==> config.mk <==
export PLATFORM = sky130hd
export DESIGN_NAME = step_motor_controller
export DESIGN_NICKNAME = d
export VERILOG_FILES = /design/src/design/stepper_pkg.sv /design/src/design/clock_prescaler.sv /design/src/design/pwm_generator.sv /design/src/design/step_motor_controller.sv /design/src/design/step_sequencer.sv /design/src/design/stepper_regs.sv
export SDC_FILE = /design/constraint.sdc
export NUM_CORES = 1
export LEC_CHECK = 0
export ABC_AREA = 0
export BUFFER_PORTS_ARGS = -buffer_cell sky130_fd_sc_hd__buf_4
export CORE_ASPECT_RATIO = 1.25
export CORE_MARGIN = 1
export CORE_UTILIZATION = 45
export DETAILED_ROUTE_END_ITERATION = 7
export PLACE_DENSITY = 0.74
export SKIP_LAST_GASP = 1
export SLEW_MARGIN = 20
export SYNTH_ARGS = -nofsm -noshare
export SYNTH_HDL_FRONTEND = slang
export SYNTH_HIERARCHICAL = 1
export SYNTH_SLANG_ARGS = --single-unit
==> constraint.sdc <==
create_clock -name clk -period 5.5 [get_ports clk]
set_input_delay 1.1 -clock clk [delete_from_list [all_inputs] [get_ports clk]]
set_output_delay 1.1 -clock clk [all_outputs]
set_load 0.05 [all_outputs]
==> src/design/stepper_pkg.sv <==
/*
  Stepper controller shared definitions
  Bus widths, register map, drive modes and winding pattern table
*/
`default_nettype none

package stepper_pkg;

  ////////////////////////////////////////
  // Widths
  ////////////////////////////////////////
  localparam int WB_W     = 32;  // Wishbone data and address
  localparam int DUTY_W   = 8;   // PWM duty and counter
  localparam int CYCLES_W = 24;  // Remaining step counter

  ////////////////////////////////////////
  // Register map, word address bits 4:2
  ////////////////////////////////////////
  typedef enum logic [2:0] {
    REG_CONFIG = 3'd0,  // Enable, motor type, drive mode, duty
    REG_MULT   = 3'd1,  // Prescaler multiplier
    REG_DIV    = 3'd2,  // Prescaler divider
    REG_PERIOD = 3'd3,  // Step period in PWM periods
    REG_STEP   = 3'd4   // Run, direction, free, step count
  } reg_addr_e;

  typedef enum logic {
    MOTOR_UNIPOLAR = 1'b0,
    MOTOR_BIPOLAR  = 1'b1
  } motor_type_e;

  typedef enum logic {
    DRIVE_FULL = 1'b0,
    DRIVE_HALF = 1'b1
  } drive_mode_e;

  // Winding patterns, bit order b2 b1 a2 a1
  localparam logic [3:0] PHASE_TABLE [8] = '{
    4'b1001, 4'b0001, 4'b0011, 4'b0010,
    4'b0110, 4'b0100, 4'b1100, 4'b1000
  };

endpackage

`default_nettype wire

==> src/design/clock_prescaler.sv <==
/*
  Fractional clock prescaler
  Emits multiplier ticks for every divider clock cycles
*/
`timescale 1ns/1ps
`default_nettype none

module clock_prescaler #(
  parameter int PSIZE = 32  // Accumulator width
) (
  input  wire             clk,
  input  wire             rst_n,
  input  wire             enable_i,      // Low clears the accumulator
  input  wire [PSIZE-1:0] multiplier_i,
  input  wire [PSIZE-1:0] divider_i,
  output logic            tick_o         // One cycle pulse
);

  logic [PSIZE-1:0] acc;
  logic [PSIZE:0]   sum;                 // One extra bit for carry
  logic             wrap;

  assign sum  = {1'b0, acc} + {1'b0, multiplier_i};
  assign wrap = (sum >= {1'b0, divider_i});

  always_ff @(posedge clk) begin
    if (!rst_n) begin
      acc    <= '0;
      tick_o <= 1'b0;
    end else if (!enable_i) begin
      acc    <= '0;
      tick_o <= 1'b0;
    end else begin
      if (wrap) begin
        acc <= sum[PSIZE-1:0] - divider_i;  // Keep the fractional remainder
      end else begin
        acc <= sum[PSIZE-1:0];
      end
      tick_o <= wrap;
    end
  end

endmodule

`default_nettype wire

==> src/design/pwm_generator.sv <==
/*
  PWM generator
  Counter advanced by the prescaler tick, high while at or below the duty
*/
`timescale 1ns/1ps
`default_nettype none

module pwm_generator (
  input  wire                             clk,
  input  wire                             rst_n,
  input  wire                             enable_i,
  input  wire [stepper_pkg::DUTY_W-1:0]   duty_cycle_i,
  input  wire                             tick_i,       // PWM resolution tick
  output logic                            start_o,      // Start of PWM period
  output logic                            pwm_o
);

  logic [stepper_pkg::DUTY_W-1:0] count;
  logic [stepper_pkg::DUTY_W-1:0] count_next;
  logic                           wrap;

  assign count_next = count + 1'b1;

  // Tick moves the counter from the upper half back to zero
  assign wrap = tick_i & count[stepper_pkg::DUTY_W-1] & ~count_next[stepper_pkg::DUTY_W-1];

  always_ff @(posedge clk) begin
    if (!rst_n) begin
      count   <= '0;
      start_o <= 1'b0;
      pwm_o   <= 1'b0;
    end else if (!enable_i) begin
      count   <= '0;
      start_o <= 1'b0;
      pwm_o   <= 1'b0;
    end else begin
      if (tick_i) begin
        count <= count_next;
      end
      start_o <= wrap;
      pwm_o   <= (count <= duty_cycle_i);  // duty+1 high slots per period
    end
  end

endmodule

`default_nettype wire

==> src/design/step_motor_controller.sv <==
/*
  Stepper motor controller top level
  Register block, prescaler, PWM and step sequencer on a Wishbone slave
*/
`timescale 1ns/1ps
`default_nettype none

module step_motor_controller #(
  parameter int PSIZE = 32,  // Prescaler width
  parameter int DSIZE = 16   // Step period width
) (
  input  wire                          clk,
  input  wire                          rst_n,
  input  wire                          wbs_cyc_i,
  input  wire                          wbs_stb_i,
  input  wire [stepper_pkg::WB_W-1:0]  wbs_adr_i,
  input  wire                          wbs_we_i,
  input  wire [stepper_pkg::WB_W-1:0]  wbs_dat_i,
  output wire [stepper_pkg::WB_W-1:0]  wbs_dat_o,
  output wire                          wbs_ack_o,
  output wire                          motor_a1_o,
  output wire                          motor_a2_o,
  output wire                          motor_b1_o,
  output wire                          motor_b2_o
);

  logic                              controller_en;
  logic [PSIZE-1:0]                  multiplier;
  logic [PSIZE-1:0]                  divider;
  logic [stepper_pkg::DUTY_W-1:0]    duty_cycle;
  stepper_pkg::motor_type_e          motor_type;
  stepper_pkg::drive_mode_e          drive_mode;
  logic                              direction;
  logic [DSIZE-1:0]                  period;
  logic                              run;
  logic                              tick;
  logic                              pwm_start;
  logic                              pwm;
  logic                              step_strobe;   // Back to the step counter

  stepper_regs #(
    .PSIZE (PSIZE),
    .DSIZE (DSIZE)
  ) regs_i (
    .clk             (clk),
    .rst_n           (rst_n),
    .wbs_cyc_i       (wbs_cyc_i),
    .wbs_stb_i       (wbs_stb_i),
    .wbs_adr_i       (wbs_adr_i),
    .wbs_we_i        (wbs_we_i),
    .wbs_dat_i       (wbs_dat_i),
    .wbs_dat_o       (wbs_dat_o),
    .wbs_ack_o       (wbs_ack_o),
    .step_strobe_i   (step_strobe),
    .controller_en_o (controller_en),
    .multiplier_o    (multiplier),
    .divider_o       (divider),
    .duty_cycle_o    (duty_cycle),
    .motor_type_o    (motor_type),
    .drive_mode_o    (drive_mode),
    .direction_o     (direction),
    .period_o        (period),
    .run_o           (run)
  );

  clock_prescaler #(
    .PSIZE (PSIZE)
  ) prescaler_i (
    .clk          (clk),
    .rst_n        (rst_n),
    .enable_i     (controller_en),
    .multiplier_i (multiplier),
    .divider_i    (divider),
    .tick_o       (tick)
  );

  pwm_generator pwm_i (
    .clk          (clk),
    .rst_n        (rst_n),
    .enable_i     (controller_en),
    .duty_cycle_i (duty_cycle),
    .tick_i       (tick),
    .start_o      (pwm_start),
    .pwm_o        (pwm)
  );

  step_sequencer #(
    .DSIZE (DSIZE)
  ) sequencer_i (
    .clk           (clk),
    .rst_n         (rst_n),
    .enable_i      (controller_en),
    .motor_type_i  (motor_type),
    .drive_mode_i  (drive_mode),
    .direction_i   (direction),
    .period_i      (period),
    .run_i         (run),
    .pwm_start_i   (pwm_start),
    .pwm_i         (pwm),
    .step_strobe_o (step_strobe),
    .motor_a1_o    (motor_a1_o),
    .motor_a2_o    (motor_a2_o),
    .motor_b1_o    (motor_b1_o),
    .motor_b2_o    (motor_b2_o)
  );

endmodule

`default_nettype wire

==> src/design/step_sequencer.sv <==
/*
  Step sequencer
  Times steps in PWM periods, walks the phase table and drives the windings
*/
`timescale 1ns/1ps
`default_nettype none

module step_sequencer #(
  parameter int DSIZE = 16  // Step period counter width
) (
  input  wire                       clk,
  input  wire                       rst_n,
  input  wire                       enable_i,
  input  wire stepper_pkg::motor_type_e motor_type_i,
  input  wire stepper_pkg::drive_mode_e drive_mode_i,
  input  wire                       direction_i,     // 0 counts phases up
  input  wire [DSIZE-1:0]           period_i,
  input  wire                       run_i,
  input  wire                       pwm_start_i,
  input  wire                       pwm_i,
  output logic                      step_strobe_o,   // One pulse per step
  output logic                      motor_a1_o,
  output logic                      motor_a2_o,
  output logic                      motor_b1_o,
  output logic                      motor_b2_o
);

  logic [DSIZE-1:0] delay;
  logic [2:0]       phase;
  logic [2:0]       phase_idx;
  logic [3:0]       pattern;       // b2 b1 a2 a1
  logic             pwm_q;
  logic             step;

  assign step = run_i & pwm_start_i & (delay >= period_i);

  // Full step uses only the even table entries
  assign phase_idx = {phase[2:1], phase[0] & (drive_mode_i == stepper_pkg::DRIVE_HALF)};
  assign pattern   = stepper_pkg::PHASE_TABLE[phase_idx];

  ////////////////////////////////////////
  // Step timing and phase
  ////////////////////////////////////////
  always_ff @(posedge clk) begin
    if (!rst_n || !enable_i) begin
      delay         <= '0;
      phase         <= 3'd0;
      step_strobe_o <= 1'b0;
    end else begin
      if (!run_i) begin
        delay <= '0;
      end else if (pwm_start_i) begin
        if (step) begin
          delay <= '0;
          if (!direction_i) begin
            phase <= phase + 3'd1;
          end else begin
            phase <= phase - 3'd1;
          end
        end else begin
          delay <= delay + 1'b1;
        end
      end
      step_strobe_o <= step;
    end
  end

  ////////////////////////////////////////
  // Winding outputs
  ////////////////////////////////////////
  always_ff @(posedge clk) begin
    if (!rst_n || !enable_i) begin
      pwm_q      <= 1'b0;
      motor_a1_o <= 1'b0;
      motor_a2_o <= 1'b0;
      motor_b1_o <= 1'b0;
      motor_b2_o <= 1'b0;
    end else begin
      pwm_q      <= pwm_i;                  // Aligns PWM with the phase lookup
      motor_a1_o <= pattern[0] & pwm_q;
      motor_b2_o <= pattern[3] & pwm_q;
      if (motor_type_i == stepper_pkg::MOTOR_UNIPOLAR) begin
        motor_a2_o <= pattern[1] & pwm_q;
        motor_b1_o <= pattern[2] & pwm_q;
      end else begin
        motor_a2_o <= pattern[2] & pwm_q;   // Bipolar swaps the middle bits
        motor_b1_o <= pattern[1] & pwm_q;
      end
    end
  end

endmodule

`default_nettype wire

==> src/design/stepper_regs.sv <==
/*
  Stepper register block
  Wishbone slave with read-back, run control and remaining step counter
*/
`timescale 1ns/1ps
`default_nettype none

module stepper_regs #(
  parameter int PSIZE = 32,  // Prescaler width
  parameter int DSIZE = 16   // Step period width
) (
  input  wire                                clk,
  input  wire                                rst_n,
  input  wire                                wbs_cyc_i,
  input  wire                                wbs_stb_i,
  input  wire [stepper_pkg::WB_W-1:0]        wbs_adr_i,
  input  wire                                wbs_we_i,
  input  wire [stepper_pkg::WB_W-1:0]        wbs_dat_i,
  output logic [stepper_pkg::WB_W-1:0]       wbs_dat_o,
  output logic                               wbs_ack_o,
  input  wire                                step_strobe_i,
  output logic                               controller_en_o,
  output logic [PSIZE-1:0]                   multiplier_o,
  output logic [PSIZE-1:0]                   divider_o,
  output logic [stepper_pkg::DUTY_W-1:0]     duty_cycle_o,
  output stepper_pkg::motor_type_e           motor_type_o,
  output stepper_pkg::drive_mode_e           drive_mode_o,
  output logic                               direction_o,
  output logic [DSIZE-1:0]                   period_o,
  output logic                               run_o
);

  stepper_pkg::reg_addr_e             addr;
  logic                               req;
  logic                               wr;
  logic                               free;     // Ignore the step count
  logic [stepper_pkg::CYCLES_W-1:0]   cycles;
  logic [stepper_pkg::WB_W-1:0]       rd_data;

  assign addr = stepper_pkg::reg_addr_e'(wbs_adr_i[4:2]);
  assign req  = wbs_cyc_i & wbs_stb_i & ~wbs_ack_o;  // New access only
  assign wr   = req & wbs_we_i;

  ////////////////////////////////////////
  // Read mux and bus response
  ////////////////////////////////////////
  always_comb begin
    rd_data = '0;
    case (addr)
      stepper_pkg::REG_CONFIG: begin
        rd_data[31] = controller_en_o;
        rd_data[30] = motor_type_o;
        rd_data[29] = drive_mode_o;
        rd_data[stepper_pkg::DUTY_W-1:0] = duty_cycle_o;
      end
      stepper_pkg::REG_MULT:   rd_data[PSIZE-1:0] = multiplier_o;
      stepper_pkg::REG_DIV:    rd_data[PSIZE-1:0] = divider_o;
      stepper_pkg::REG_PERIOD: rd_data[DSIZE-1:0] = period_o;
      stepper_pkg::REG_STEP: begin
        rd_data[31] = run_o;
        rd_data[30] = direction_o;
        rd_data[29] = free;
        rd_data[stepper_pkg::CYCLES_W-1:0] = cycles;  // Live count
      end
      default: rd_data = '0;
    endcase
  end

  always_ff @(posedge clk) begin
    if (!rst_n) begin
      wbs_ack_o <= 1'b0;
    end else begin
      wbs_ack_o <= req;
    end
  end

  // Captured before any write lands
  always_ff @(posedge clk) begin
    if (req) begin
      wbs_dat_o <= rd_data;
    end
  end

  ////////////////////////////////////////
  // Configuration registers
  ////////////////////////////////////////
  always_ff @(posedge clk) begin
    if (!rst_n) begin
      controller_en_o <= 1'b0;
      motor_type_o    <= stepper_pkg::MOTOR_UNIPOLAR;
      drive_mode_o    <= stepper_pkg::DRIVE_FULL;
      duty_cycle_o    <= '0;
      multiplier_o    <= '0;
      divider_o       <= '0;
      period_o        <= '0;
    end else if (wr) begin
      case (addr)
        stepper_pkg::REG_CONFIG: begin
          controller_en_o <= wbs_dat_i[31];
          motor_type_o    <= stepper_pkg::motor_type_e'(wbs_dat_i[30]);
          drive_mode_o    <= stepper_pkg::drive_mode_e'(wbs_dat_i[29]);
          duty_cycle_o    <= wbs_dat_i[stepper_pkg::DUTY_W-1:0];
        end
        stepper_pkg::REG_MULT:   multiplier_o <= wbs_dat_i[PSIZE-1:0];
        stepper_pkg::REG_DIV:    divider_o    <= wbs_dat_i[PSIZE-1:0];
        stepper_pkg::REG_PERIOD: period_o     <= wbs_dat_i[DSIZE-1:0];
        default: ;
      endcase
    end
  end

  ////////////////////////////////////////
  // Run control and step count
  ////////////////////////////////////////
  always_ff @(posedge clk) begin
    if (!rst_n) begin
      run_o       <= 1'b0;
      direction_o <= 1'b0;
      free        <= 1'b0;
      cycles      <= '0;
    end else if (wr && (addr == stepper_pkg::REG_STEP)) begin
      run_o       <= wbs_dat_i[31];
      direction_o <= wbs_dat_i[30];
      free        <= wbs_dat_i[29];
      cycles      <= wbs_dat_i[stepper_pkg::CYCLES_W-1:0];  // Whole count loads
    end else if (step_strobe_i) begin
      if (cycles != '0) begin
        if (run_o) begin
          cycles <= cycles - 1'b1;
        end
      end else if (!free) begin
        run_o <= 1'b0;  // Last step taken at zero
      end
    end
  end

endmodule

`default_nettype wire

=== Yosys cells after proc, flatten, opt, wreduce, memory -nomap -nowiden ===
Memory sizes are Yosys's and may differ from the RTL's.
Index checks and enable logic that the tools add are counted.

* Output and inout port bits: 37
* Memories kept: 1
* Register bits after elaboration: 219
* Input port bits: 69
* RAM bits: 0
* Latch bits: 0
* Word-level logic and storage cells: 98
* Memory bits (read-only): 32

* Bitwise gates (word level): 16
* Multipliers: 0
* $add $sub $neg: 7
* Divide/modulo/power cells: 0
* Equal/unequal tests: 6
* Reduce and logical (&&, ||, !) cells: 18
* Shift operators: 0
* Magnitude comparators: 4
* Mux-type cells: 20

{| class="wikitable"
|+ Memories
! memory !! depth !! width !! read ports !! clocked after memory_dff !! write ports !! line !! text
|-
| (no name shown) || 8 || 4 || 1 || 0 || 0 || step_sequencer.sv:39 || <nowiki>assign pattern = stepper_pkg::PHASE_TABLE[phase_idx];</nowiki>
|}

{| class="wikitable"
|+ Operators with widths
! kind !! count
|-
| 2-to-1 mux 24 bit || 4
|-
| case mux 8 bit (5 select lines) || 1
|-
| adder 32 x 32 -> 33 bit || 1
|-
| greater-or-equal comparator 33 x 32 -> 1 bit || 1
|-
| 2-to-1 mux 32 bit || 1
|-
| case mux 8 bit (4 select lines) || 1
|-
| subtractor 32 bit || 1
|-
| case mux 8 bit (3 select lines) || 1
|-
| nonzero test 24 bit || 1
|-
| subtractor 24 x 1 -> 24 bit, second input constant || 1
|-
| adder 16 x 1 -> 16 bit, second input constant || 1
|-
| greater-or-equal comparator 16 bit || 1
|-
| 2-to-1 mux 16 bit || 1
|-
| bitwise AND 1 bit || 12
|-
| case mux 3 bit (4 select lines) || 1
|-
| case mux 5 bit (2 select lines) || 1
|-
| AND reduction 2 bit || 5
|-
| AND reduction 3 bit || 3
|-
| adder 8 x 1 -> 8 bit, second input constant || 1
|-
| less-or-equal comparator 8 bit || 1
|-
| 2-to-1 mux 4 bit || 2
|-
| == test 3 x 2 -> 1 bit, second input constant || 2
|-
| 2-to-1 mux 1 bit || 6
|-
| nonzero test 2 bit || 3
|-
| 15 further kinds || 18
|}

=== Longest topological paths before layout ===
* Word-level depth: 7
* Depth in mapped cells: 22
* Depth with buffers taken out: 19

=== Hierarchy ===
Netlist, hierarchy kept.

{| class="wikitable"
|+ Modules (own cells, without submodules)
! module !! instances !! cells each !! seq. area each (µm²) !! area each (µm²)
|-
| stepper_regs || 1 || 735 || 3343.2 || 6518.8
|-
| clock_prescaler || 1 || 633 || 660.6 || 4782.1
|-
| step_sequencer || 1 || 179 || 500.5 || 1529.0
|-
| pwm_generator || 1 || 68 || 200.2 || 594.3
|}

=== Worst setup path before layout ===
Ideal clock, no wire load.

* Kind: register -> register
* Start: reg regs_i.multiplier_o[7]
* End: reg prescaler_i.acc[8]
* Library setup time: 0.128 ns
* Stages on the path, launching flop included: 21
* Required time: 5.372 ns
* Arrival: 4.116 ns
* Buffers on the path: 3
* Setup slack: 1.256 ns
* Path through: dfxtp_1 > ha_1 > a21o_1 > a221o_1 > a31o_1 > a31oi_4 > o31ai_1 > a221oi_2 > xnor2_1 > ha_1 > and3_1 > clkbuf_1 > a21oi_1 > o21ba_2 > a31oi_1 > nand4_1 > o211ai_2 > buf_6 > buf_8 > mux2i_1 > nor2_1

* Word-level cells in the longest chain between the ends: 3
* Elaborated cells on any way between the ends: 4
* Those cells by class: add/sub: 2; order compare: 1; mux: 1

{| class="wikitable"
|+ RTL lines
! element !! line !! text
|-
| start, declared || stepper_regs.sv:23 || <nowiki>output logic [PSIZE-1:0] multiplier_o,</nowiki>
|-
| start signal, assigned || stepper_regs.sv:104 || <nowiki>stepper_pkg::REG_MULT: multiplier_o <= wbs_dat_i[PSIZE-1:0];</nowiki>
|-
| adder 32 x 32 -> 33 bit (*) || clock_prescaler.sv:23 || <nowiki>assign sum = {1'b0, acc} + {1'b0, multiplier_i};</nowiki>
|-
| subtractor 32 bit / greater-or-equal comparator 33 x 32 -> 1 bit (equally long branches) || clock_prescaler.sv:35, clock_prescaler.sv:24 ||
|-
| 2-to-1 mux 32 bit (*) || clock_prescaler.sv:34 || <nowiki>if (wrap) begin</nowiki>
|-
| end signal, assigned || clock_prescaler.sv:35 || <nowiki>acc <= sum[PSIZE-1:0] - divider_i;</nowiki>
|-
| end signal, assigned || clock_prescaler.sv:37 || <nowiki>acc <= sum[PSIZE-1:0];</nowiki>
|-
| end, declared || clock_prescaler.sv:19 || <nowiki>logic [PSIZE-1:0] acc;</nowiki>
|}

Every way passes the cells marked *; elsewhere a longest branch is shown, timed or not.
A chain may end at the register's enable or synchronous reset.

=== Final worst setup path ===
* Start: reg regs_i.multiplier_o[0]
* End: reg prescaler_i.acc[6]

Same word-level chain as after synthesis.

==> out/metrics.cfg <==
[clock_network]
path_clk_slew_ns = 0.06
cts_tree = yes
root_buffer = clkbuf_16
cts_sinks = 219
h-tree-depth = 1
cts_made_buffers = 23
cts_buffer_depth = 3
cts_hold_buf = 0
clkLatencyLatePin_ns = 0.52

[logic_synthesis]
synth.cell_area_um2 = 13420
synthCells = 1615
post-synth-top-count-cell = nand2_1
yosysTopAreaCell = dfxtp_1
synth_common_cells = nand2_1, dfxtp_1, a21oi_1, nor2_1, ha_1
ys_seq_area_share_pct = 35.05
yosysTopAreaCellShare_pct = 27.89
syn_avg_cell_area_um2 = 8.312
ys_types = 91
ys_ff_latch = 219
synth_fp_nets = 1779
synth_warnings = 6
synth_edf_count = 32
yosys-top-cells-area = dfxtp_1, ha_1, edfxtp_1, a21oi_1, nand2_1
async_reset_ff_share_pct = 0
synth_ff_type = dfxtp_1

[timing]
skew_ns = 0.01619
fmax_ghz = 0.1918
fin_crit_sh_pct = 94.80
slew_headroom_pct = 26.46
tightest_slew_ns = 1.101
rsz0062_at_grt = no
tns_ns = 0
finalCriticalPeriod_ns = 5.214
setup_ws_ns = 0.2861
drv_slew = 0
setup_viol = 0
report.final.hold_viol_count = 0

[setup_path]
cp_data_required_time_ns = 5.89
cp-end-kind = flip-flop
start_kind = flip-flop
critPathKind = flip-flop to flip-flop
crit_fanout = 28
worstPathArrival_ns = 5.61

[detailed_routing]
dr.pass1.iters = 6
drt-total-wl_mm = 37.62
vias_per_cell = 5.910
routedWlPerCell_um = 18.26
drc = 0
ant_nets = 0
via_count = 12170
drtIter0Drc = 1052

[finish]
drive_gt1_share_pct = 9.796
fin_nets = 1814
area_growth_pct = 12.00
postLayoutCellArea_um2 = 15030
diodes = 0
final_cells = 2060
num-fill-cells = 2716
post-route-util_pct = 51.24

[place]
portBuffers = 76
dpl.hpwl_mm = 27.94
placed_area_um2 = 14260
place_ws_ns = 0.3267
gp_congestion = 0.9761
dp_cells = 2021

[grt]
grt_use_total_pct = 24.25
grt_max_degree = 60
grt_overflow = 0
grt_pass1_vias = 11450
antenna_found_initial = 0
grt_pass1_wl_mm = 59.17

[floorplan]
core_um2 = 29340
ioPinCount = 106
start_util_pct = 45.75
rows = 70
die_h_um = 195.1
dieArea_um2 = 30530
fp.dieW_um = 156.5

[power_and_ir_drop]
p_per_area_nw_per_um2 = 240.7
irDropWorstVdd_mv = 0.2181
p_leak_nw = 5.844

[flow_run]
cap_violations = 0

[worst_hold_path]
worstHoldPathType = flip-flop to flip-flop

[status]
status = finished, final reports clean

-- state kept, by name, summed over array words and instances, names as in the netlist, 16 cells and up --
register / cells
regs_i/divider_o: 32
prescaler_i/acc: 32
sequencer_i/delay: 16
regs_i/cycles: 24
regs_i/period_o: 16
regs_i/multiplier_o: 32
regs_i/wbs_dat_o: 32
-- worst max-delay path, stage by stage, from the launching register on --
cell	delay [ns]
dfxtp_1	0.39
ha_1	0.21
fa_1	0.24
a21oi_1	0.12
o211ai_1	0.32
a21oi_4	0.15
a2111oi_0	0.59
nor3_1	0.13
o211ai_1	0.21
nand3_1	0.15
ha_1	0.46
nand2_1	0.07
o21ai_0	0.31
a21oi_1	0.09
o21ba_2	0.21
a31oi_1	0.34
nand4_1	0.25
o211ai_4	0.27
buf_12	0.27
mux2i_1	0.22
nor2_1	0.07
-- area by class of cell --
type                    count  area [um^2]  area share [%]
flip-flops and latches    219         4705           31.29
multi-input cells        1234         8094           53.84
inverters                  85        319.1           2.122
well taps                 396        495.5           3.296
clock buffers              35        732.0           4.869
clock inverters             4        23.77          0.1581
repair buffers             87        665.6           4.427
-- routing by layer --
metal,track usage (%),vias up,wire (um)
li1,-,5847,-
met1,29.62,5775,15460
met2,42.54,445,18420
met3,1.997,107,1969
met4,11.91,0,1768
met5,0,-,0
-- report_power, final --
group	internal, mW	switching [mW]
clock network	0.911	0.637
registers	1.64	0.0112
logic	0.155	0.267
total	2.70	0.915
-- cell families (layout without fill, tap and decap cells) --
| family | count (synthesis) | after routing | share of synthesized area, % |
|---|---|---|---|
| multiplexers | 77 | 77 | 5.751 |
| XOR/XNOR | 86 | 86 | 5.611 |
| AO/OA/AOI/OAI | 444 | 444 | 21.23 |
| flip-flops | 219 | 219 | 35.05 |
| adder cells (fa/ha/maj) | 96 | 96 | 9.097 |
| buffers and inverters | 162 | 211 | 4.958 |
| AND/OR/NAND/NOR | 531 | 531 | 18.31 |
-- per-stage QoR --
stage               total power [mW]  hold slack [ns]
floorplan                      1.981           0.4436
global placement               2.091           0.4466
detailed placement             2.096           0.4585
CTS                            3.635           0.4710
global route                   3.718           0.4991
finish                         3.619           0.4710
-- layout by cell type, fill, tap and decap left out, drive strengths merged, types with 32 or more instances in the layout --
cell | synthesis | final
ha | 92 | 92
mux2i | 76 | 76
o21ai | 79 | 79
edfxtp | 32 | 32
nand2 | 214 | 214
clkbuf | 66 | 35
inv | 85 | 86
dfxtp | 187 | 187
xnor2 | 56 | 56
buf | 11 | 87
nor2 | 143 | 143
a21oi | 173 | 173
-- final timing paths --
check,start,endpoint,slack (ns),depth (start not counted)
max,regs_i/multiplier_o[0],prescaler_i/acc[6],0.29,20
min,pwm_i/pwm_o,sequencer_i/pwm_q,0.47,1
max reg2reg,regs_i/multiplier_o[0],prescaler_i/acc[6],0.29,20
min reg2reg,pwm_i/pwm_o,sequencer_i/pwm_q,0.47,1
-- timing repair --
action	CTS	global route
setup buffers	0	0
gates resized for setup	0	2
endpoints found under the setup margin	0	9
No activity file was read; power rests on OpenSTA's default activity.
